File: src/logic/mem_pkg.sv
// Memory-side definitions shared by the SRAM, the arbiter and the APB loading port
`default_nettype none

package mem_pkg;

   // Owner of the SRAM access accepted in the previous cycle
   typedef enum logic [1:0] {
      OWN_NONE  = 2'd0,
      OWN_APB   = 2'd1,
      OWN_FETCH = 2'd2
   } mem_owner_t;

   // Byte offset bits inside one 32-bit word
   localparam int unsigned MEM_WORD_BITS = 2;

   // Upper address bits left once the byte offset is dropped
   localparam int unsigned MEM_HI_BITS = 32 - MEM_WORD_BITS;

   // Word index width for a given depth
   // Never below one bit, even for a single-word array
   function automatic int unsigned idx_bits(input int unsigned depth);
      return (depth > 1) ? $clog2(depth) : 1;
   endfunction

endpackage

`default_nettype wire

File: src/logic/apb_mem_port.sv
// APB slave, turns bus transfers into arbitrated SRAM reads and writes
`timescale 1ns/1ps
`default_nettype none

module apb_mem_port
   import mem_pkg::*;
#(
   parameter int unsigned DEPTH_WORDS = 256
) (
   input  logic        clk,
   input  logic        rstz,
   // APB
   input  logic        psel,
   input  logic        penable,
   input  logic        pwrite,
   input  logic [31:0] paddr,
   input  logic [31:0] pwdata,
   output logic [31:0] prdata,
   output logic        pready,
   output logic        pslverr,
   // Towards the arbiter
   output logic        mem_req,
   output logic        mem_we,
   output logic [31:0] mem_addr,
   output logic [31:0] mem_wdata,
   input  logic        mem_gnt,
   input  logic [31:0] mem_rdata
);

   logic access;
   logic out_of_range;
   logic done_q;

   assign access       = psel && penable;
   assign out_of_range = (paddr[31:MEM_WORD_BITS] >= MEM_HI_BITS'(DEPTH_WORDS));

   // Request held through the access phase until the grant
   assign mem_req   = access && !out_of_range && !mem_gnt && !done_q;
   assign mem_we    = pwrite;
   assign mem_addr  = paddr;
   assign mem_wdata = pwdata;

   // Completion a cycle after the grant
   always_ff @(posedge clk or negedge rstz) begin
      if (!rstz) begin
         done_q <= 1'b0;
      end else begin
         done_q <= mem_gnt;
      end
   end

   always_ff @(posedge clk) begin
      if (mem_gnt && !pwrite) prdata <= mem_rdata;
   end

   // Bad address ends in the first access cycle without touching memory
   assign pslverr = access && out_of_range;
   assign pready  = done_q || pslverr;

   a_apb_hold : assert property (@(posedge clk) disable iff (!rstz)
      (access && !pready) |=> ($stable(paddr) && $stable(pwrite)));

endmodule

`default_nettype wire

File: config.mk
export PLATFORM = sky130hd
export DESIGN_NAME = apb_mem_port
export DESIGN_NICKNAME = d
export VERILOG_FILES = /design/src/logic/mem_pkg.sv /design/src/logic/apb_mem_port.sv
export SDC_FILE = /design/constraint.sdc
export NUM_CORES = 1
export LEC_CHECK = 0
export ABC_AREA = 1
export BUFFER_PORTS_ARGS = -buffer_cell sky130_fd_sc_hd__buf_2
export CAP_MARGIN = 5
export CORE_MARGIN = 10
export CORE_UTILIZATION = 32
export CTS_CLUSTER_DIAMETER = 60
export DETAILED_ROUTE_END_ITERATION = 6
export PLACE_DENSITY = 0.81
export REMOVE_ABC_BUFFERS = 1
export SYNTH_ARGS = -nofsm -noshare
export SYNTH_HDL_FRONTEND = slang
export SYNTH_SLANG_ARGS = --single-unit
File: constraint.sdc
create_clock -name clk -period 1.35 [get_ports clk]
set_clock_uncertainty 0.15 [all_clocks]
set_input_delay 0.27 -clock clk [delete_from_list [all_inputs] [get_ports clk]]
set_output_delay 0.27 -clock clk [all_outputs]
set_load 0.03 [all_outputs]
==> reports/metrics.yaml <==
worst_setup_path:
  max_stage_delay_ns: 0.20
  path_cells: "buf_6, or2_0, nor2_1, nand3_2, nor2_1, buf_4"
  crit_slowest_cell: "or2_0"
  timing_worst_setup_path_type: "input port to output pin"
  path_common_cell: "nor2_1"
  cp_max_fo: 2
  worst-path-buf-inv: 2
  crit_path_end_kind: "output pin"
  cp.required_ns: 0.93
  path_delay_family: "simple AND/OR/NAND/NOR gates"
  crit_arrival_ns: 1.05
  cp-start-kind: "input port"
synth:
  synthCells: 128
  synth_seq_cells: 33
  syn-cell-area_sq_um: 1590
  ys_types: 8
  synthTopCellsByArea: "edfxtp_1, buf_4, nor2_1"
  synth_top_area_frac: 0.604
  avgSynthCellArea_sq_um: 12.4
  synth_top_cell_by_area: "edfxtp_1"
  yosysWarnings: 0
  seq_area_frac_synth: 0.619
clock_network:
  cts_buffers: 5
  cts_sinks: 33
  clock_path_buffers: 2
  h-tree-depth: 2
  cts_tree: "built"
  cts_root_buffer: "clkbuf_8"
  cts.clk_slew.worst_paths_ns: 0.06
die:
  die_x_microns: 90.5
  start_util: 0.333
  core_sq_um: 4790
  die_h_microns: 90.5
  ioPinCount: 202
  die-area_sq_um: 8190
  row_count: 25
pwr:
  leakage_uw: 0.000922
  irDropWorstVdd_uv: 367
  power_density_nw_per_um2: 1190
detailed_routing:
  drtPass1Iterations: 4
  vias: 1120
  drt.antenna.violating_nets: 0
  wl_microns: 6250
  routedWlPerCell_microns: 24.0
  drt_iter0_markers: 18
  viasPerCell: 4.29
  drc: 0
finish:
  register_area_sq_um: 986
  final_cell_area_sq_um: 1980
  multi_input_area_sq_um: 123
  final_cell_mix: "buf_2, edfxtp_1, nor2_1, buf_6, nand2_1"
  final_common_cell: "buf_2"
  areaGrowthSynthToFinish_pct: 24.3
  fillers: 447
  drive_above_1_share: 0.686
  layout.nets: 296
  layout.cells.non_filler: 261
  n_antenna_cell: 0
place:
  place_hpwl_microns: 5600
  port-buffer-count: 117
  placed_cells: 249
  gp_congestion: 0.779
  dpl_cell_area_sq_um: 1790
  pre_cts_slack_ns: -0.238
global_routing:
  grt_usage: 0.144
  grt_overflow: 0
  grt_max_degree: 19
  grt_pass1_wl_microns: 8290
  grt_pass1_vias: 1353
  antenna_found_initial: 0
timing:
  relSlewSlack: 0.852
  drv_slew: 0
  hold_viol: 0
  max_freq_mhz: 682
  whs_ns: 0.0153
  setup_viol: 3
  worst_pin_slew_ns: 0.222
  min_period_ns: 1.47
  setup_slack_ns: -0.117
  rsz0062_at_grt: "yes"
  finalCritPeriodShare: 1.09
  setup_tns_ns: -0.341
worst_hold_path:
  hold_depth: 1
  min_path_type: "input port to register"
  min_from: "mem_rdata[17]"
  min_to: "prdata[17]"
run_status:
  run_status: "finished with violations"
  violations: "setup timing"
run:
  drv_cap: 0
-- registers in the layout, summed over array words and instances, names as in the netlist --
| signal | count |
|---|---|
| prdata | 32 |
| done_q | 1 |
-- worst max-delay path by stage --
stage              start        end  cells past startpoint
2_1_floorplan    mem_gnt  prdata[0]                      2
3_3_place_gp   paddr[21]    pslverr                      8
3_5_place_dp   paddr[23]    pslverr                      8
4_1_cts        paddr[11]     pready                      7
5_1_grt        paddr[10]    mem_req                      6
6_report       paddr[10]    mem_req                      6
-- layout make-up --
cell class,instances,area share
Timing Repair Buffer,124,0.351
Multi-Input combinational cell,26,0.0620
Clock inverter,1,0.00190
Tap cell,67,0.0424
Clock buffer,6,0.0367
Inverter,4,0.00759
Sequential cell,33,0.498
-- synth_stat cells, drive strengths merged --
cell,instances
buf,65
dfrtp,1
edfxtp,32
inv,4
nand2,8
nand3,2
nor2,15
or2,1
-- through the flow --
stage / utilization / power (uW)
after floorplan: - / 1410
after global placement: 0.374 / 1700
after detailed placement: 0.374 / 1700
after CTS: 0.405 / 2380
after global routing: 0.413 / 2460
final: 0.413 / 2350
-- per-layer routing --
layer,vias up,share of wire,global-route usage
met5,-,0.0059,0.0577
met4,2,0.014,0.0477
met3,8,0.24,0.169
met2,139,0.40,0.188
met1,491,0.35,0.135
li1,480,-,-
-- repair_timing --
| action | 4_1_cts | 5_1_grt |
|---|---|---|
| endpoints found under the hold margin | 2 | 2 |
| pin swaps | 15 | 6 |
| hold buffers | 2 | 2 |
| setup buffers | 0 | 1 |
| resized for setup | 12 | 5 |
| endpoints found under the setup margin | 3 | 3 |
-- power breakdown --
| part | internal (uW) | switching, uW |
|---|---|---|
| logic | 163 | 325 |
| registers | 1200 | 14.9 |
| clock network | 346 | 302 |
| total | 1710 | 642 |
-- logic make-up after synthesis --
kind of cell | count (synthesis) | synth area share
AND/OR/NAND/NOR | 26 | 0.0645
flip-flops | 33 | 0.619
buffers and inverters | 69 | 0.316
Power figures use the tool's default switching activity.
