===== src/logic/mem_pkg.sv =====
// Memory-side definitions shared by the SRAM, the arbiter and the APB loading port
`default_nettype none

package mem_pkg;

   // Owner of the SRAM access accepted in the previous cycle
   typedef enum logic [1:0] {
      OWN_NONE  = 2'd0,
      OWN_APB   = 2'd1,
      OWN_FETCH = 2'd2
   } mem_owner_t;

   // Byte offset bits inside one 32-bit word
   localparam int unsigned MEM_WORD_BITS = 2;

   // Upper address bits left once the byte offset is dropped
   localparam int unsigned MEM_HI_BITS = 32 - MEM_WORD_BITS;

   // Word index width for a given depth
   // Never below one bit, even for a single-word array
   function automatic int unsigned idx_bits(input int unsigned depth);
      return (depth > 1) ? $clog2(depth) : 1;
   endfunction

endpackage

`default_nettype wire


===== src/logic/mem_arbiter.sv =====
// Fixed-priority SRAM arbiter that puts the APB loading port ahead of instruction fetch
`timescale 1ns/1ps
`default_nettype none

module mem_arbiter
   import mem_pkg::*;
#(
   parameter int unsigned DEPTH_WORDS = 256
) (
   input  logic                              clk,
   input  logic                              rstz,
   // APB loading port
   input  logic                              apb_req,
   input  logic                              apb_we,
   input  logic [31:0]                       apb_addr,
   input  logic [31:0]                       apb_wdata,
   output logic                              apb_gnt,
   output logic [31:0]                       apb_rdata,
   // Instruction fetch, read only
   input  logic                              if_req,
   input  logic [31:0]                       if_addr,
   output logic                              if_gnt,
   output logic [31:0]                       if_rdata,
   // SRAM side
   output logic                              mem_en,
   output logic                              mem_we,
   output logic [idx_bits(DEPTH_WORDS)-1:0]  mem_addr,
   output logic [31:0]                       mem_wdata,
   input  logic [31:0]                       mem_rdata
);

   localparam int unsigned IW = idx_bits(DEPTH_WORDS);

   mem_owner_t owner;

   // Winner goes to the SRAM this cycle
   assign mem_en    = apb_req || if_req;
   assign mem_we    = apb_req && apb_we;
   assign mem_addr  = apb_req ? apb_addr[MEM_WORD_BITS +: IW] : if_addr[MEM_WORD_BITS +: IW];
   assign mem_wdata = apb_wdata;

   always_ff @(posedge clk or negedge rstz) begin
      if (!rstz) begin
         owner <= OWN_NONE;
      end else begin
         if (apb_req) owner <= OWN_APB;
         else if (if_req) owner <= OWN_FETCH;
         else owner <= OWN_NONE;
      end
   end

   // Grant and read data a cycle after acceptance
   assign apb_gnt   = (owner == OWN_APB);
   assign if_gnt    = (owner == OWN_FETCH);
   assign apb_rdata = apb_gnt ? mem_rdata : 32'h0;
   assign if_rdata  = if_gnt ? mem_rdata : 32'h0;

   a_one_gnt : assert property (@(posedge clk) disable iff (!rstz)
      !(apb_gnt && if_gnt));

   // Requesters drop req in their grant cycle
   a_req_drop : assert property (@(posedge clk) disable iff (!rstz)
      !(apb_gnt && apb_req) && !(if_gnt && if_req));

endmodule

`default_nettype wire


===== config.mk =====
export PLATFORM = sky130hd
export DESIGN_NAME = mem_arbiter
export DESIGN_NICKNAME = d
export VERILOG_FILES = /design/src/logic/mem_pkg.sv /design/src/logic/mem_arbiter.sv
export SDC_FILE = /design/constraint.sdc
export NUM_CORES = 1
export LEC_CHECK = 0
export BUFFER_PORTS_ARGS = -buffer_cell sky130_fd_sc_hd__clkbuf_2
export CAP_MARGIN = 20
export CORE_AREA = 2 2 92 94
export CTS_CLUSTER_DIAMETER = 30
export DETAILED_ROUTE_END_ITERATION = 8
export DIE_AREA = 0 0 94 96
export GPL_ROUTABILITY_DRIVEN = 1
export HOLD_SLACK_MARGIN = 0.05
export PLACE_DENSITY = 0.57
export SYNTH_ARGS = -nofsm -noshare
export SYNTH_HDL_FRONTEND = slang
export SYNTH_SLANG_ARGS = --single-unit
export TNS_END_PERCENT = 5

===== constraint.sdc =====
create_clock -name clk -period 1 [get_ports clk]
set_input_delay 0.1 -clock clk [delete_from_list [all_inputs] [get_ports clk]]
set_output_delay 0.1 -clock clk [all_outputs]
set_load 0.005 [all_outputs]

==> flow_summary.ini <==
[die]
dieWidth_um = 94
die_h_um = 96
die-area_um2 = 9020
core_area_um2 = 8050
ios = 241
rows = 33
initial_core_util = 0.138

[final_layout]
drive_gt1_frac = 0.671
nFillCells = 919
final_common_cell = clkbuf_2
area_growth_pct = 45.4
diodes = 0
layout.nets = 351
largest_register_ffs = 2
largestRegisters = owner: 2 flops
regArea_um2 = 50.0
multiInputGateArea_um2 = 682
final_cell_mix = 105 x clkbuf_2, 64 x and3b_1, 23 x buf_2
top_register = owner

[clock_network]
clkTransAtPathRegs_ns = 0.03
h-tree-depth = 1
numCtsBuffers = 3
clk_path_buf_depth = 2
cts_tree = yes
clock_sinks = 2
clockRootBuffer = clkbuf_8

[critical_path]
worst_path_max_delay_cell = dfrtp_1
cp_num_buf_inv = 2
startpoint_type = register
worst_setup_path_end_kind = output port
cp.depth = 3
worst-setup-path-type = reg -> out
crit_arrival_ns = 1.17
worstPathRequired_ns = 0.90
critPathMaxStageDelay_ns = 0.39
path_cells = buf_12 -> and3b_1 -> buf_2
crit_fanout = 48
critPathTopFamily = flip-flops

[timing]
report.final.hold_viol_count = 0
setup_viol = 66
relSlewSlack = 0.843
rsz0062_at_grt = yes
final_max_slew_viol_count = 0
whs_ns = 0.135
worst_slack_ns = -0.265
finalSetupTns_ns = -13.82
worst_slew_pin_slew_ns = 0.235
max_freq_mhz = 790
finalCritPeriodShare = 1.27
period_minus_slack_ns = 1.27

[synthesis]
syn_area_um2 = 1110
syn_nets = 259
ys_seq_elements = 2
avgSynthCellArea_um2 = 8.83
synth.distinct_cells = 9
syn_inst = 126
synth.yosys.warnings = 0
ys_seq_area_frac = 0.0450

[detailed_routing]
drt_pass1_iterations = 2
via_count = 1217
drc = 0
drtIter0Drc = 14
drt_wl_total_um = 3690
post_drt_wl_per_cell_um = 11.5
drtAntennaViolNets = 0
vias_per_cell = 3.79

[grt]
grt_remaining_overflow = 0
top_usage_layer = met2
use_met3 = 0.0266
antenna_found_initial = 0
grtUsageMet2 = 0.138
grt_start_max_net_pins = 49
grt_use_met1 = 0.0502
grt_pass1_vias = 879
grt_pass1_wl_um = 4600
grt_util_all_layers = 0.0661

[flow_run]
maxCapViolations = 0

[min_path]
min_from = if_req
whs_endpoint = owner[1]
min_path_type = in -> reg
whs_path_depth = 2

[power]
powerDensity_nw_per_um2 = 545
vdd_drop_max_mv = 0.334
power.leakage_uw = 0.00113

[status]
status = finished with violations
violations = negative setup slack

[place]
dp_hpwl_um = 3190
io_buffer_count = 128
place_congestion = 0.629
what timing repair did:
item	4_1_cts	5_1_grt
endpoints found under the setup margin	66	66
cloned	0	0
hold buffers	1	0
buffers inserted	0	0
endpoints found under the hold margin	2	0
resized for setup	0	23
worst max path at each step:
stage,startpoint,endpoint
after floorplan,owner[1],apb_rdata[10]
after detailed placement,owner[1],apb_rdata[20]
after CTS,owner[1],apb_rdata[20]
final,owner[1],apb_rdata[20]
after global routing,owner[0],if_rdata[21]
after global placement,owner[1],apb_rdata[20]
per-layer routing:
layer,part of all wire,vias to the layer above
met2,0.52,112
met4,0.039,0
met3,0.15,18
met5,0,-
li1,-,588
met1,0.29,499
stage by stage:
step / power [uW] / instance area (um2) / setup WS, ns / std cells / util
3_5_place_dp: 575 / 1570 / -0.0556 / 317 / 0.195
3_3_place_gp: 566 / 1570 / -0.0505 / 317 / 0.195
2_1_floorplan: 441 / 1110 / 0.0693 / 126 / -
6_report: 881 / 1620 / -0.265 / 321 / 0.201
4_1_cts: 907 / 1620 / -0.280 / 321 / 0.201
5_1_grt: 963 / 1620 / -0.312 / 321 / 0.201
synthesized netlist by cell type:
| cell | n | area (um2) |
|---|---|---|
| and2_1 | 1 | 6.26 |
| nor2b_1 | 3 | 18.8 |
| or2_2 | 1 | 6.26 |
| buf_4 | 33 | 248 |
| buf_6 | 10 | 113 |
| mux2_2 | 8 | 90.1 |
| dfrtp_1 | 2 | 50.1 |
| buf_2 | 4 | 20.0 |
| and3b_1 | 64 | 561 |
report_power, final:
| part | internal (uW) | switching, uW | leakage [uW] |
|---|---|---|---|
| combinational | 285 | 193 | 0.00109 |
| sequential | 85.8 | 4.36 | 0.0000245 |
| clock | 254 | 59.1 | 0.0000216 |
| total | 625 | 256 | 0.00113 |
area by class of cell:
class                   instances  share of cell area
clock buffers                   3              0.0255
flip-flops and latches          2              0.0309
well taps                     105              0.0812
multi-input cells              77               0.422
repair buffers                134               0.441
logic make-up after synthesis:
group / count (synthesis) / synth area share
and+or+nand+nor: 69 / 0.532
buffers and inverters: 47 / 0.342
muxes: 8 / 0.0810
DFF: 2 / 0.0450
(Power assumes the default switching activity.)
