--- config.mk ---
export PLATFORM = sky130hd
export DESIGN_NAME = decode_lite
export DESIGN_NICKNAME = d
export VERILOG_FILES = /design/src/logic/core_pkg.sv /design/src/logic/decode_lite.sv
export SDC_FILE = /design/constraint.sdc
export NUM_CORES = 1
export LEC_CHECK = 0
export ABC_AREA = 1
export BUFFER_PORTS_ARGS = -buffer_cell sky130_fd_sc_hd__buf_4
export CAP_MARGIN = 10
export CORE_UTILIZATION = 39
export DETAILED_ROUTE_END_ITERATION = 16
export GPL_TIMING_DRIVEN = 0
export PLACE_DENSITY = 0.65
export SLEW_MARGIN = 10
export SYNTH_ARGS = -nofsm -noshare
export SYNTH_HDL_FRONTEND = slang
export SYNTH_SLANG_ARGS = --single-unit
--- constraint.sdc ---
create_clock -name clk -period 6.01 [get_ports clk]
set_clock_uncertainty 0.15 [all_clocks]
set_input_delay 0.601 -clock clk [delete_from_list [all_inputs] [get_ports clk]]
set_output_delay 0.601 -clock clk [all_outputs]
set_load 0.005 [all_outputs]
--- src/logic/core_pkg.sv ---
// Core-side definitions for the fetch pipe, opcode classes and decoded records
`default_nettype none

package core_pkg;

   // Fetch to decode payload
   typedef struct packed {
      logic [31:0] pc;
      logic [31:0] ir;
   } pipe_ifid_t;

   // Major opcode classes of RV32I
   typedef enum logic [3:0] {
      OP_LUI, OP_AUIPC, OP_JAL, OP_JALR, OP_BRANCH, OP_LOAD,
      OP_STORE, OP_IMM, OP_REG, OP_SYSTEM, OP_ILLEGAL
   } op_class_t;

   // Decode output record
   typedef struct packed {
      logic [31:0] pc;
      logic [31:0] ir;
      op_class_t   op;
      logic [31:0] imm;
   } dec_out_t;

   // Full 7-bit opcode match, so bits [1:0] must be 2'b11
   function automatic op_class_t op_classify(input logic [31:0] ir);
      case (ir[6:0])
         7'b0110111: return OP_LUI;
         7'b0010111: return OP_AUIPC;
         7'b1101111: return OP_JAL;
         7'b1100111: return OP_JALR;
         7'b1100011: return OP_BRANCH;
         7'b0000011: return OP_LOAD;
         7'b0100011: return OP_STORE;
         7'b0010011: return OP_IMM;
         7'b0110011: return OP_REG;
         7'b1110011: return OP_SYSTEM;
         default:    return OP_ILLEGAL;
      endcase
   endfunction

   // Sign-extended immediate in the format of the class
   function automatic logic [31:0] op_immediate(input logic [31:0] ir, input op_class_t cls);
      case (cls)
         OP_LUI, OP_AUIPC: return {ir[31:12], 12'b0};
         OP_JAL:           return {{12{ir[31]}}, ir[19:12], ir[20], ir[30:21], 1'b0};
         OP_BRANCH:        return {{20{ir[31]}}, ir[7], ir[30:25], ir[11:8], 1'b0};
         OP_STORE:         return {{21{ir[31]}}, ir[30:25], ir[11:7]};
         OP_JALR, OP_LOAD, OP_IMM, OP_SYSTEM:
                           return {{21{ir[31]}}, ir[30:20]};
         // R-type and illegal words carry no immediate
         default:          return 32'h0;
      endcase
   endfunction

endpackage

`default_nettype wire

--- src/logic/decode_lite.sv ---
// Decode stage, classifies words, forms immediates, redirects on JAL, drops wrong path
`timescale 1ns/1ps
`default_nettype none

module decode_lite
   import core_pkg::*;
(
   input  logic        clk,
   input  logic        rstz,
   // From fetch
   input  pipe_ifid_t  pipe_ifid,
   input  logic        pipe_vld,
   output logic        pipe_rdy,
   // Redirect handshake, released by the fetch grant
   input  logic        instr_gnt,
   output logic        branch,
   output logic [31:0] branch_target,
   // Decoded stream
   output dec_out_t    dec,
   output logic        dec_vld,
   input  logic        dec_rdy
);

   typedef enum logic [1:0] {
      IDLE,
      REDIRECT,
      FLUSH
   } dec_state_t;

   dec_state_t  state;
   logic [31:0] target_q;
   op_class_t   cls;
   logic [31:0] imm;
   logic [31:0] jal_target;
   logic        jump;
   logic        on_path;
   logic        keep;

   always_comb begin
      cls        = op_classify(pipe_ifid.ir);
      imm        = op_immediate(pipe_ifid.ir, cls);
      jal_target = pipe_ifid.pc + imm;
      // JAL to the next word needs no redirect
      jump       = (cls == OP_JAL) && (jal_target != (pipe_ifid.pc + 32'd4));
      // After a redirect only the target word resumes the stream
      on_path    = (state == IDLE) || ((state == FLUSH) && (pipe_ifid.pc == target_q));
   end

   // One-deep output slot
   assign pipe_rdy = !dec_vld || dec_rdy;
   assign keep     = pipe_vld && pipe_rdy && on_path;

   always_ff @(posedge clk or negedge rstz) begin
      if (!rstz) begin
         state    <= IDLE;
         target_q <= 32'h0;
         dec_vld  <= 1'b0;
      end else begin
         case (state)
            IDLE, FLUSH: begin
               if (keep) state <= jump ? REDIRECT : IDLE;
            end
            // Fetch picks up the target on its next grant
            REDIRECT: begin
               if (instr_gnt) state <= FLUSH;
            end
            default: state <= IDLE;
         endcase

         if (keep && jump) target_q <= jal_target;

         if (keep) dec_vld <= 1'b1;
         else if (dec_rdy) dec_vld <= 1'b0;
      end
   end

   // Output record
   always_ff @(posedge clk) begin
      if (keep) begin
         dec.pc  <= pipe_ifid.pc;
         dec.ir  <= pipe_ifid.ir;
         dec.op  <= cls;
         dec.imm <= imm;
      end
   end

   assign branch        = (state == REDIRECT);
   assign branch_target = target_q;

   // Stalled record holds
   a_dec_stable : assert property (@(posedge clk) disable iff (!rstz)
      (dec_vld && !dec_rdy) |=> (dec_vld && $stable(dec)));

endmodule

`default_nettype wire

==> results.cfg <==
[floorplanning]
initial_core_util_pct = 40.1
dieArea_um2 = 24900
rows = 56
die_h_um = 158
die_x_um = 158
design.core.area_um2 = 23600
boundaryPins = 204

[placed_design]
dpl.hpwl_um = 26900
port_buffers = 203
place_inst = 1831
pre_cts_ws_ps = 596
place.gp.congestion = 0.950

[logic_synthesis]
syn_nets = 1409
ys_seq_area_share_pct = 41.0
netlist_instances = 1307
yosysTopAreaCell = edfxtp_1
synth_warnings = 0
netlist_area_um2 = 9470
avgSynthCellArea_um2 = 7.24
ys_top_cells_by_area = edfxtp_1 32%, nand2_1 19%, dfrtp_1 9.3%
synth_cell_type_count = 40
synth_top_area_share_pct = 31.7
yosys_register_bits = 135

[critical_path]
cp-end-kind = flop
r2r_slack_ps = 1990
cp_max_fo = 10
startpoint_type = primary input
cpMaxStageDelayCell = ha_1
r2r_end = dec[15]
cp_slowest_stage_delay_ps = 510
required_ps = 6220
rr_worst_depth = 9
r2r_start = branch_target[7]
cp.arrival_ps = 5310
path_class = in2reg
cpMostUsedCell = nand2_1

[power_and_ir_drop]
power_density_nw_per_um2 = 219
ir_drop_mv = 0.172
leakage_nw = 6.19
design_power_total_mw = 2.62

[timing]
period_minus_slack_ps = 5100
drv_slew = 0
period_share_pct = 84.8
hold_viol = 7
tightestPinTransition_ps = 1030
timing.hold.ws_ps = -19.1
grt_setup_unrepaired = false
max_freq_ghz = 0.196
relSlewSlack_pct = 31.5
setup_viol = 0
fin_ws_ps = 915

[finish]
nFillCells = 2377
final_cell_mix = 472 x nand2_1, 210 x inv_1, 204 x buf_4
post-route-util_pct = 50.8
fin_nets = 1633
final_common_cell = nand2_1
layout-drive-gt1-share_pct = 17.9
fin_cells = 1863
diodes = 0
multi_input_area_um2 = 4720
syn_to_final_growth_pct = 26.8
layout.area.seq_um2 = 3880

[route]
num_vias = 9358
routed_via_density = 5.02
postRouteAntennaNets = 0
wire_per_inst_um = 17.6
drtPass1Iterations = 5
drt_iter0_markers = 632
drc = 0
wl_um = 32800

[clock_tree]
worstSkewPairLatency_ps = 430
clk_pin_slew_ps = 70
cts_buffer_depth = 2
htree_levels = 4
numCtsBuffers = 17
cts_tree = done
clkSinkCount = 135
cts-resized-gates = 0
ctsHoldBuffers = 0
cts_setup_buffers = 0
ctsRootBufferMaster = clkbuf_16

[global_route]
first_global_vias = 8712
grt_overflow = 0
gr-usage-all-layers_pct = 26.8
use_met2_pct = 43.1
grt_antenna_before_repair = 0
gr-usage-met3_pct = 4.41
gr-usage-met1_pct = 36.4
grt_max_degree = 59
grt_pass1_wl_um = 49000
busiest_layer = met2

[min_path]
worstHoldPathType = in2async

[run_status]
status = complete, but fails checks
violations = hold timing

[job]
drv_cap = 0
-- final cells by class --
class / instances / share of cell area, %
plain buffers: 14 / 0.688
clock buffers: 17 / 3.55
clock inverters: 15 / 1.18
inverters: 212 / 6.63
multi-input cells: 946 / 39.3
flip-flops and latches: 135 / 32.3
well taps: 319 / 3.33
repair buffers: 205 / 13.0
-- cell families (layout without fill, tap and decap cells) --
logic type | count (synthesis) | after routing | synth area share [%]
xor gates and xnor gates | 52 | 52 | 4.81
AOI/OAI and AO/OA | 65 | 65 | 3.79
adders and majority gates | 33 | 33 | 4.44
buffers and inverters | 226 | 463 | 9.24
and+or+nand+nor | 796 | 796 | 36.7
DFF | 135 | 135 | 41.0
-- critical path, delay by kind of cell --
kind / cells / cell delay (ps)
AO/OA/AOI/OAI: 2 / 450
AND/OR/NAND/NOR: 21 / 2870
adder cells (fa/ha/maj): 1 / 510
buffers and inverters: 5 / 840
-- sequential cells by signal, indices dropped and copies added (netlist names) --
signal         count
branch_target     32
dec              100
dec_vld            1
state              2
-- metal layers --
metal / wire, µm / vias up
met5: 0 / -
li1: - / 4657
met2: 14700 / 353
met3: 2140 / 52
met4: 915 / 0
met1: 15000 / 4296
-- synth_stat cells, drive strengths merged --
master,instances
clkbuf,8
a21oi,21
fa,1
nor3,22
a31o,1
nor2,108
xor2,43
nand2,485
buf,6
nor3b,1
ha,32
nand4,54
o211ai,1
o21ai,32
o22ai,1
edfxtp,100
and2,8
xnor2,9
a211o,2
nand3,102
nor4,1
o2111ai,1
nand3b,12
o31ai,2
o21bai,1
or2,3
inv,212
dfrtp,35
a211oi,3
-- per-stage QoR --
step	instance area [µm²]	setup TNS, ps
final	12000	0
after global routing	12000	0
after CTS	12000	0
after detailed placement	11400	0
after global placement	11400	-185740
after floorplan	9470	0
-- power by group --
group	leakage [nW]	switching, mW	internal, mW	total [mW]
combinational	4.47	0.287	0.197	0.484
clock	0.273	0.484	0.547	1.03
sequential	1.44	0.0329	1.08	1.11
-- worst max path at each step --
stage / from / end / slack (ps) / cells past startpoint
global placement: pipe_ifid[47] / state[1] / -1770 / 11
detailed placement: pipe_ifid[1] / branch_target[12] / 600 / 29
finish: pipe_ifid[1] / branch_target[21] / 910 / 29
CTS: pipe_ifid[1] / branch_target[21] / 1020 / 29
floorplan: pipe_ifid[39] / dec[0] / 660 / 9
global route: pipe_ifid[1] / branch_target[12] / 590 / 29
(Power assumes the default switching activity.)
