<file path="src/logic/core_pkg.sv">
// Core-side definitions for the fetch pipe, opcode classes and decoded records
`default_nettype none

package core_pkg;

   // Fetch to decode payload
   typedef struct packed {
      logic [31:0] pc;
      logic [31:0] ir;
   } pipe_ifid_t;

   // Major opcode classes of RV32I
   typedef enum logic [3:0] {
      OP_LUI, OP_AUIPC, OP_JAL, OP_JALR, OP_BRANCH, OP_LOAD,
      OP_STORE, OP_IMM, OP_REG, OP_SYSTEM, OP_ILLEGAL
   } op_class_t;

   // Decode output record
   typedef struct packed {
      logic [31:0] pc;
      logic [31:0] ir;
      op_class_t   op;
      logic [31:0] imm;
   } dec_out_t;

   // Full 7-bit opcode match, so bits [1:0] must be 2'b11
   function automatic op_class_t op_classify(input logic [31:0] ir);
      case (ir[6:0])
         7'b0110111: return OP_LUI;
         7'b0010111: return OP_AUIPC;
         7'b1101111: return OP_JAL;
         7'b1100111: return OP_JALR;
         7'b1100011: return OP_BRANCH;
         7'b0000011: return OP_LOAD;
         7'b0100011: return OP_STORE;
         7'b0010011: return OP_IMM;
         7'b0110011: return OP_REG;
         7'b1110011: return OP_SYSTEM;
         default:    return OP_ILLEGAL;
      endcase
   endfunction

   // Sign-extended immediate in the format of the class
   function automatic logic [31:0] op_immediate(input logic [31:0] ir, input op_class_t cls);
      case (cls)
         OP_LUI, OP_AUIPC: return {ir[31:12], 12'b0};
         OP_JAL:           return {{12{ir[31]}}, ir[19:12], ir[20], ir[30:21], 1'b0};
         OP_BRANCH:        return {{20{ir[31]}}, ir[7], ir[30:25], ir[11:8], 1'b0};
         OP_STORE:         return {{21{ir[31]}}, ir[30:25], ir[11:7]};
         OP_JALR, OP_LOAD, OP_IMM, OP_SYSTEM:
                           return {{21{ir[31]}}, ir[30:20]};
         // R-type and illegal words carry no immediate
         default:          return 32'h0;
      endcase
   endfunction

endpackage

`default_nettype wire

</file>
<file path="src/logic/fetch_lite.sv">
// Two-cycle fetch stage, one word per memory grant, with a branch redirect
`timescale 1ns/1ps
`default_nettype none

module fetch_lite
   import core_pkg::*;
#(
   parameter logic [31:0] PC_START = 32'h0
) (
   input  logic        clk,
   input  logic        rstz,
   input  logic        run,
   // Instruction memory side
   output logic [31:0] instr_addr,
   input  logic [31:0] instr_data,
   output logic        instr_req,
   input  logic        instr_gnt,
   // Towards decode
   output pipe_ifid_t  pipe_ifid,
   output logic        pipe_vld,
   input  logic        pipe_rdy,
   // Redirect from decode
   input  logic [31:0] branch_target,
   input  logic        branch
);

   logic [31:0] pc;
   logic        fetch_vld;

   // PC and slot state
   // The grant comes a cycle after acceptance, so pc still names the granted word
   always_ff @(posedge clk or negedge rstz) begin
      if (!rstz) begin
         pc        <= PC_START;
         fetch_vld <= 1'b0;
      end else begin
         if (instr_gnt) begin
            pc        <= branch ? branch_target : (pc + 32'd4);
            fetch_vld <= 1'b1;
         end else if (fetch_vld && pipe_rdy) begin
            fetch_vld <= 1'b0;
         end
      end
   end

   // Captured word
   always_ff @(posedge clk) begin
      if (instr_gnt) begin
         pipe_ifid.pc <= instr_addr;
         pipe_ifid.ir <= instr_data;
      end
   end

   assign instr_addr = pc;

   // Drop req in the grant cycle; ask only when the slot frees up this cycle
   assign instr_req = run && !instr_gnt && (!fetch_vld || pipe_rdy);

   assign pipe_vld = fetch_vld;

   // Jump targets come from decode, so check alignment at the memory port
   a_instr_aligned : assert property (@(posedge clk) disable iff (!rstz)
      instr_req |-> (instr_addr[1:0] == 2'b00));

endmodule

`default_nettype wire

</file>
<file path="config.mk">
export PLATFORM = sky130hd
export DESIGN_NAME = fetch_lite
export DESIGN_NICKNAME = d
export VERILOG_FILES = /design/src/logic/core_pkg.sv /design/src/logic/fetch_lite.sv
export SDC_FILE = /design/constraint.sdc
export NUM_CORES = 1
export LEC_CHECK = 0
export ABC_AREA = 0
export BUFFER_PORTS_ARGS = -buffer_cell sky130_fd_sc_hd__buf_2
export CORE_MARGIN = 2
export CORE_UTILIZATION = 51
export DETAILED_ROUTE_END_ITERATION = 16
export MAX_ROUTING_LAYER = met4
export PLACE_DENSITY = 0.84
export SLEW_MARGIN = 20
export SYNTH_ARGS = -nofsm -noshare
export SYNTH_HDL_FRONTEND = slang
export SYNTH_SLANG_ARGS = --single-unit
</file>
<file path="constraint.sdc">
create_clock -name clk -period 5.38 [get_ports clk]
set_clock_uncertainty 0.2 [all_clocks]
set_input_delay 0 -clock clk [delete_from_list [all_inputs] [get_ports clk]]
set_output_delay 0 -clock clk [all_outputs]
set_load 0.005 [all_outputs]
</file>
==> results of run 1 <==
-- through the flow --
step / instances / power (µW) / utilization [%]
2_1_floorplan: 321 / 1060 / -
3_3_place_gp: 574 / 1200 / 64.2
3_5_place_dp: 574 / 1210 / 64.2
4_1_cts: 658 / 1680 / 75.3
5_1_grt: 658 / 1760 / 75.3
6_report: 658 / 1690 / 75.3
-- cell families (layout without fill, tap and decap cells) --
group           after synthesis  after routing  synth area share [%]
mux                           7              7                  1.93
fa+ha+maj                     1              1                 0.311
buf+inv                      22            257                  2.20
flops                        97             97                  68.2
compound gates               80             80                  12.4
simple gates                114            114                  15.0
-- critical path, cell delays in order, from the launching register on --
cell and delay, ns:
dfrtp_1 0.53, nand4_1 0.25, nor4_2 0.83, nand2_1 0.27
o311ai_1 0.34
-- cell usage in the layout, fill, tap and decap left out, types with 3 or more instances in the layout --
cell type / n
a21oi_1: 30
a22oi_1: 4
and3_1: 5
and4_1: 4
buf_2: 166
clkbuf_8: 9
clkinvlp_4: 3
dfrtp_1: 33
dlygate4sd3_1: 68
edfxtp_1: 64
inv_1: 5
mux2i_1: 4
nand2_1: 32
nand3_1: 10
nand4_1: 12
nor2_1: 24
nor2b_1: 4
nor3_1: 7
o21ai_0: 18
o22ai_1: 7
or3_1: 3
-- cell type report --
type,instances,area (µm²),area share (%)
flip-flops and latches,97,2750,47.4
repair buffers,236,1530,26.4
well taps,102,128,2.20
clock buffers,10,128,2.20
multi-input cells,202,1190,20.6
inverters,5,18.8,0.324
clock inverters,6,51.3,0.886
-- how the worst max path moves through the flow --
stage,end,slack (ns),cells past startpoint
finish,instr_addr[20],2.86,4
global route,instr_addr[20],2.68,5
CTS,instr_addr[20],2.94,4
detailed placement,instr_addr[20],2.92,4
global placement,instr_addr[28],3.05,5
floorplan,instr_addr[23],3.40,6
-- repair_timing --
item,in CTS,in global routing
resized for setup,0,0
hold buffers,68,0
endpoints found under the hold margin,133,0
-- state kept, by name, indices dropped and copies added, names as in the netlist --
register,count
pipe_ifid,64
instr_addr,32
pipe_vld,1
-- layer usage --
metal	vias to the layer above	track usage (%)	part of all wire, %
li1	1686	-	-
met1	1772	35.8	37
met2	246	50.1	52
met3	27	6.75	9.0
met4	0	8.95	2.0
met5	-	-	0
-- report_power, final --
group | internal (µW) | switching (µW) | total (µW)
Combinational | 147 | 138 | 284
Clock | 174 | 265 | 439
Sequential | 887 | 76.5 | 963
Total | 1210 | 479 | 1690
==> flow_summary.ini, run 1 <==
[worst_setup_path]
endpoint_kind = register
setup.worst_path.start = instr_addr[14]
path_max_fanout = 11
rr_startpoint = instr_addr[14]
r2r_cells = 4
worstSetupPathType = register to register
rrSetupSlack_ns = 2.86
worstSetupStartpointType = register
r2r_end = instr_addr[20]
crit_arrival_ns = 2.58
crit_required_ns = 5.44

[detailed_routing]
num_vias = 3731
drtIter0Drc = 374
wl_mm = 12.3
detail-route-antenna-nets = 0
drc = 0
routedWlPerCell_um = 18.7
drt-pass1-iter-count = 5
viasPerCell = 5.67

[place]
dpl_cell_area_um2 = 4930
preCtsSetupSlack_ns = 2.92
dp_hpwl_mm = 7.51
gp_congestion = 0.849
portBuffers = 167

[clock_tree]
cts_htree_levels = 3
postCtsSetupBuffers = 0
root_buffer = clkbuf_8
numClockSinks = 97
tritoncts = built
clockBufferDepth = 2
clk_pin_slew_ns = 0.09
insertion_delay_ns = 0.37
cts_buffers = 9

[finish]
areaGrowthSynthToFinish_pct = 43.8
fillers = 482
post-route-cell-area_um2 = 5790
drive_gt1_share_pct = 35.6
fin_nets = 622
antenna_cells = 0

[min_path]
hp-class = primary input to register
holdPathStages = 3
min_to = instr_addr[24]
worstHoldStart = branch

[yosys]
yosysMostFrequentCell = edfxtp_1
synthDistinctLibCells = 51
syn-instance-count = 321
synth_top_area_share_pct = 47.7
synth_area_um2 = 4030
ys_top_cells_by_count = edfxtp_1, dfrtp_1, nand2_1
async_flop_share_pct = 34.0
synth-edff-count = 64
synth_fp_nets = 392
synthTopCellsByArea = edfxtp_1, dfrtp_1, a21oi_1, nand2_1, o21ai_0
synth-seq-cells = 97
synthFlopType = edfxtp_1
syn_area_per_cell_um2 = 12.6
yosysTopAreaCell = edfxtp_1
ys_warn_count = 0
ys_seq_area_share_pct = 68.2

[timing]
hold_ws_ns = 0.0470
relSlewSlack_pct = 32.4
setup_tns_ns = 0
max_freq_mhz = 396
setup_viol = 0
fin_crit_sh_pct = 46.9
final_max_slew_viol_count = 0
finalHoldViolCount = 0
layout_min_cycle_time_ns = 2.52
fin_ws_ns = 2.86
worst_pin_slew_ns = 1.01
rsz0062_at_grt = false

[job]
maxCapViolCount = 0

[grt]
grt_pass1_wl_mm = 18.8
grtUsageTotal_pct = 29.6
grt_max_degree = 54
grt_overflow = 0
grt_pass1_vias = 3533
antenna_found_initial = 0

[die]
chipWidth_um = 92.9
coreArea_um2 = 7690
row_count = 32
die-area_um2 = 8630
die_y_um = 92.9
start_util_pct = 52.4
ios = 168

[power_and_ir_drop]
p_per_area_nw_per_um2 = 291
p_leak_uw = 0.00247
peakVddDrop_v = 0.000153

[run_status]
status = finished clean
(Power assumes the default switching activity.)
==> run 2, diff against run 1 <==
--- a/config.mk
+++ b/config.mk
@@ -8,10 +8,10 @@
 export ABC_AREA = 0
 export BUFFER_PORTS_ARGS = -buffer_cell sky130_fd_sc_hd__buf_2
 export CORE_MARGIN = 2
-export CORE_UTILIZATION = 51
+export CORE_UTILIZATION = 43
 export DETAILED_ROUTE_END_ITERATION = 16
 export MAX_ROUTING_LAYER = met4
-export PLACE_DENSITY = 0.84
+export PLACE_DENSITY = 0.76
 export SLEW_MARGIN = 20
 export SYNTH_ARGS = -nofsm -noshare
 export SYNTH_HDL_FRONTEND = slang
==> constraint.sdc (replaced) <==
create_clock -name clk -period 2.2 [get_ports clk]
set_clock_uncertainty 0.2 [all_clocks]
set_input_delay 0 -clock clk [delete_from_list [all_inputs] [get_ports clk]]
set_output_delay 0 -clock clk [all_outputs]
set_load 0.005 [all_outputs]
==> flow_summary.ini, run 2 (synthesis gave the netlist of run 1 again) <==
[clock_tree]
insertion_delay_ns = 0.38
numClockSinks = 97
postCtsSetupBuffers = 0
clockBufferDepth = 2
cts_buffers = 9
cts_htree_levels = 3
tritoncts = built
root_buffer = clkbuf_8
clk_pin_slew_ns = 0.10

[power_and_ir_drop]
peakVddDrop_v = 0.000301
p_leak_uw = 0.00258
p_per_area_nw_per_um2 = 706

[die]
row_count = 35
chipWidth_um = 101
ios = 168
start_util_pct = 44.0
coreArea_um2 = 9150
die-area_um2 = 10200
die_y_um = 101

[worst_setup_path]
cpMostUsedCell = dlygate4sd3_1
cp_cell_sequence = dlygate4sd3_1, buf_4, buf_12, nand2_1, o22ai_1, dlygate4sd3_1, nor2_1
rrSetupSlack_ns = 0.14
crit_path_max_incr_delay_ns = 0.58
slowest_stage = dlygate4sd3_1
r2r_end = instr_addr[28]
path_max_fanout = 58
worstSetupPathType = primary input to register
endpoint_kind = register
path_buf_inv = 4
setup.worst_path.start = instr_gnt
r2r_cells = 6
rr_startpoint = instr_addr[2]
crit_required_ns = 2.28
cpLargestDelayFamily = buffers and inverters
crit_arrival_ns = 2.18
worstSetupStartpointType = primary input

[detailed_routing]
viasPerCell = 5.43
drtIter0Drc = 295
detail-route-antenna-nets = 0
wl_mm = 11.8
drt-pass1-iter-count = 4
drc = 0
num_vias = 3715
routedWlPerCell_um = 17.3

[timing]
setup_tns_ns = 0
finalHoldViolCount = 0
setup_viol = 0
max_freq_mhz = 475
rsz0062_at_grt = false
fin_crit_sh_pct = 95.6
worst_pin_slew_ns = 0.800
final_max_slew_viol_count = 0
layout_min_cycle_time_ns = 2.10
relSlewSlack_pct = 46.6

[grt]
grt_pass1_vias = 3559
grtUsageTotal_pct = 23.8
antenna_found_initial = 0
grt_pass1_wl_mm = 17.9
grt_overflow = 0
grt_max_degree = 59

[finish]
final_cell_mix = buf_2, dlygate4sd3_1, edfxtp_1, dfrtp_1, nand2_1
areaGrowthSynthToFinish_pct = 47.9
largest_register = pipe_ifid
fillers = 669
drive_gt1_share_pct = 37.2
regArea_um2 = 2750
stdcell_count = 684
final_common_cell = buf_2
multi_input_area_um2 = 1190
antenna_cells = 0
largest_reg_flops = 64
fin_nets = 639

[run_status]
status = finished clean

[place]
place_inst = 597
dp_hpwl_mm = 7.82
gp_congestion = 0.887
portBuffers = 167

[min_path]
hp-class = primary input to async pin

[job]
maxCapViolCount = 0
[run 2: what timing repair did]
action	in CTS	in global routing
resized for setup	0	1
endpoints found under the setup margin	0	2
hold buffers	71	0
hold endpoints to repair	116	0
[run 2: area by class of cell]
cell class,count,share of cell area [%]
flip-flops and latches,97,46.1
repair buffers,253,28.1
multi-input cells,202,20.1
well taps,111,2.33
clock buffers,9,2.08
clock inverters,7,1.03
inverters,5,0.315
[run 2: how the worst max path moves through the flow]
stage                                end  slack (ns)  cells past startpoint
after floorplan           instr_addr[23]        0.22                      6
after global placement    instr_addr[23]        0.24                      5
after detailed placement  instr_addr[31]        0.18                      5
after CTS                  instr_addr[1]        0.03                      7
after global routing      instr_addr[28]       0.005                      7
final                     instr_addr[28]         0.1                      7
[run 2: through the flow]
step	cell area, µm²	total power, µW	util (%)	setup WS (ns)	hold WS, ns
global route	5960	4380	65.1	0.00509	0.0821
CTS	5960	4200	65.1	0.0302	0.0517
finish	5960	4210	65.1	0.0968	0.0284
floorplan	4030	2600	-	0.223	-0.496
detailed placement	5060	3000	55.3	0.176	-0.0674
global placement	5060	2980	55.3	0.243	-0.0666
[run 2: layer usage]
| layer | GRT usage (%) | vias up | routed length [µm] |
|---|---|---|---|
| met3 | 5.89 | 20 | 878 |
| met4 | 8.64 | 0 | 272 |
| met1 | 28.1 | 1792 | 4710 |
| li1 | - | 1718 | - |
| met5 | - | - | 0 |
| met2 | 39.6 | 185 | 5980 |
[run 2: report_power, final]
| group | leakage (µW) | switching, µW | total [µW] | internal [µW] |
|---|---|---|---|---|
| Clock | 0.0000957 | 690 | 1130 | 435 |
| Sequential | 0.00101 | 161 | 2330 | 2170 |
| Combinational | 0.00147 | 360 | 751 | 391 |
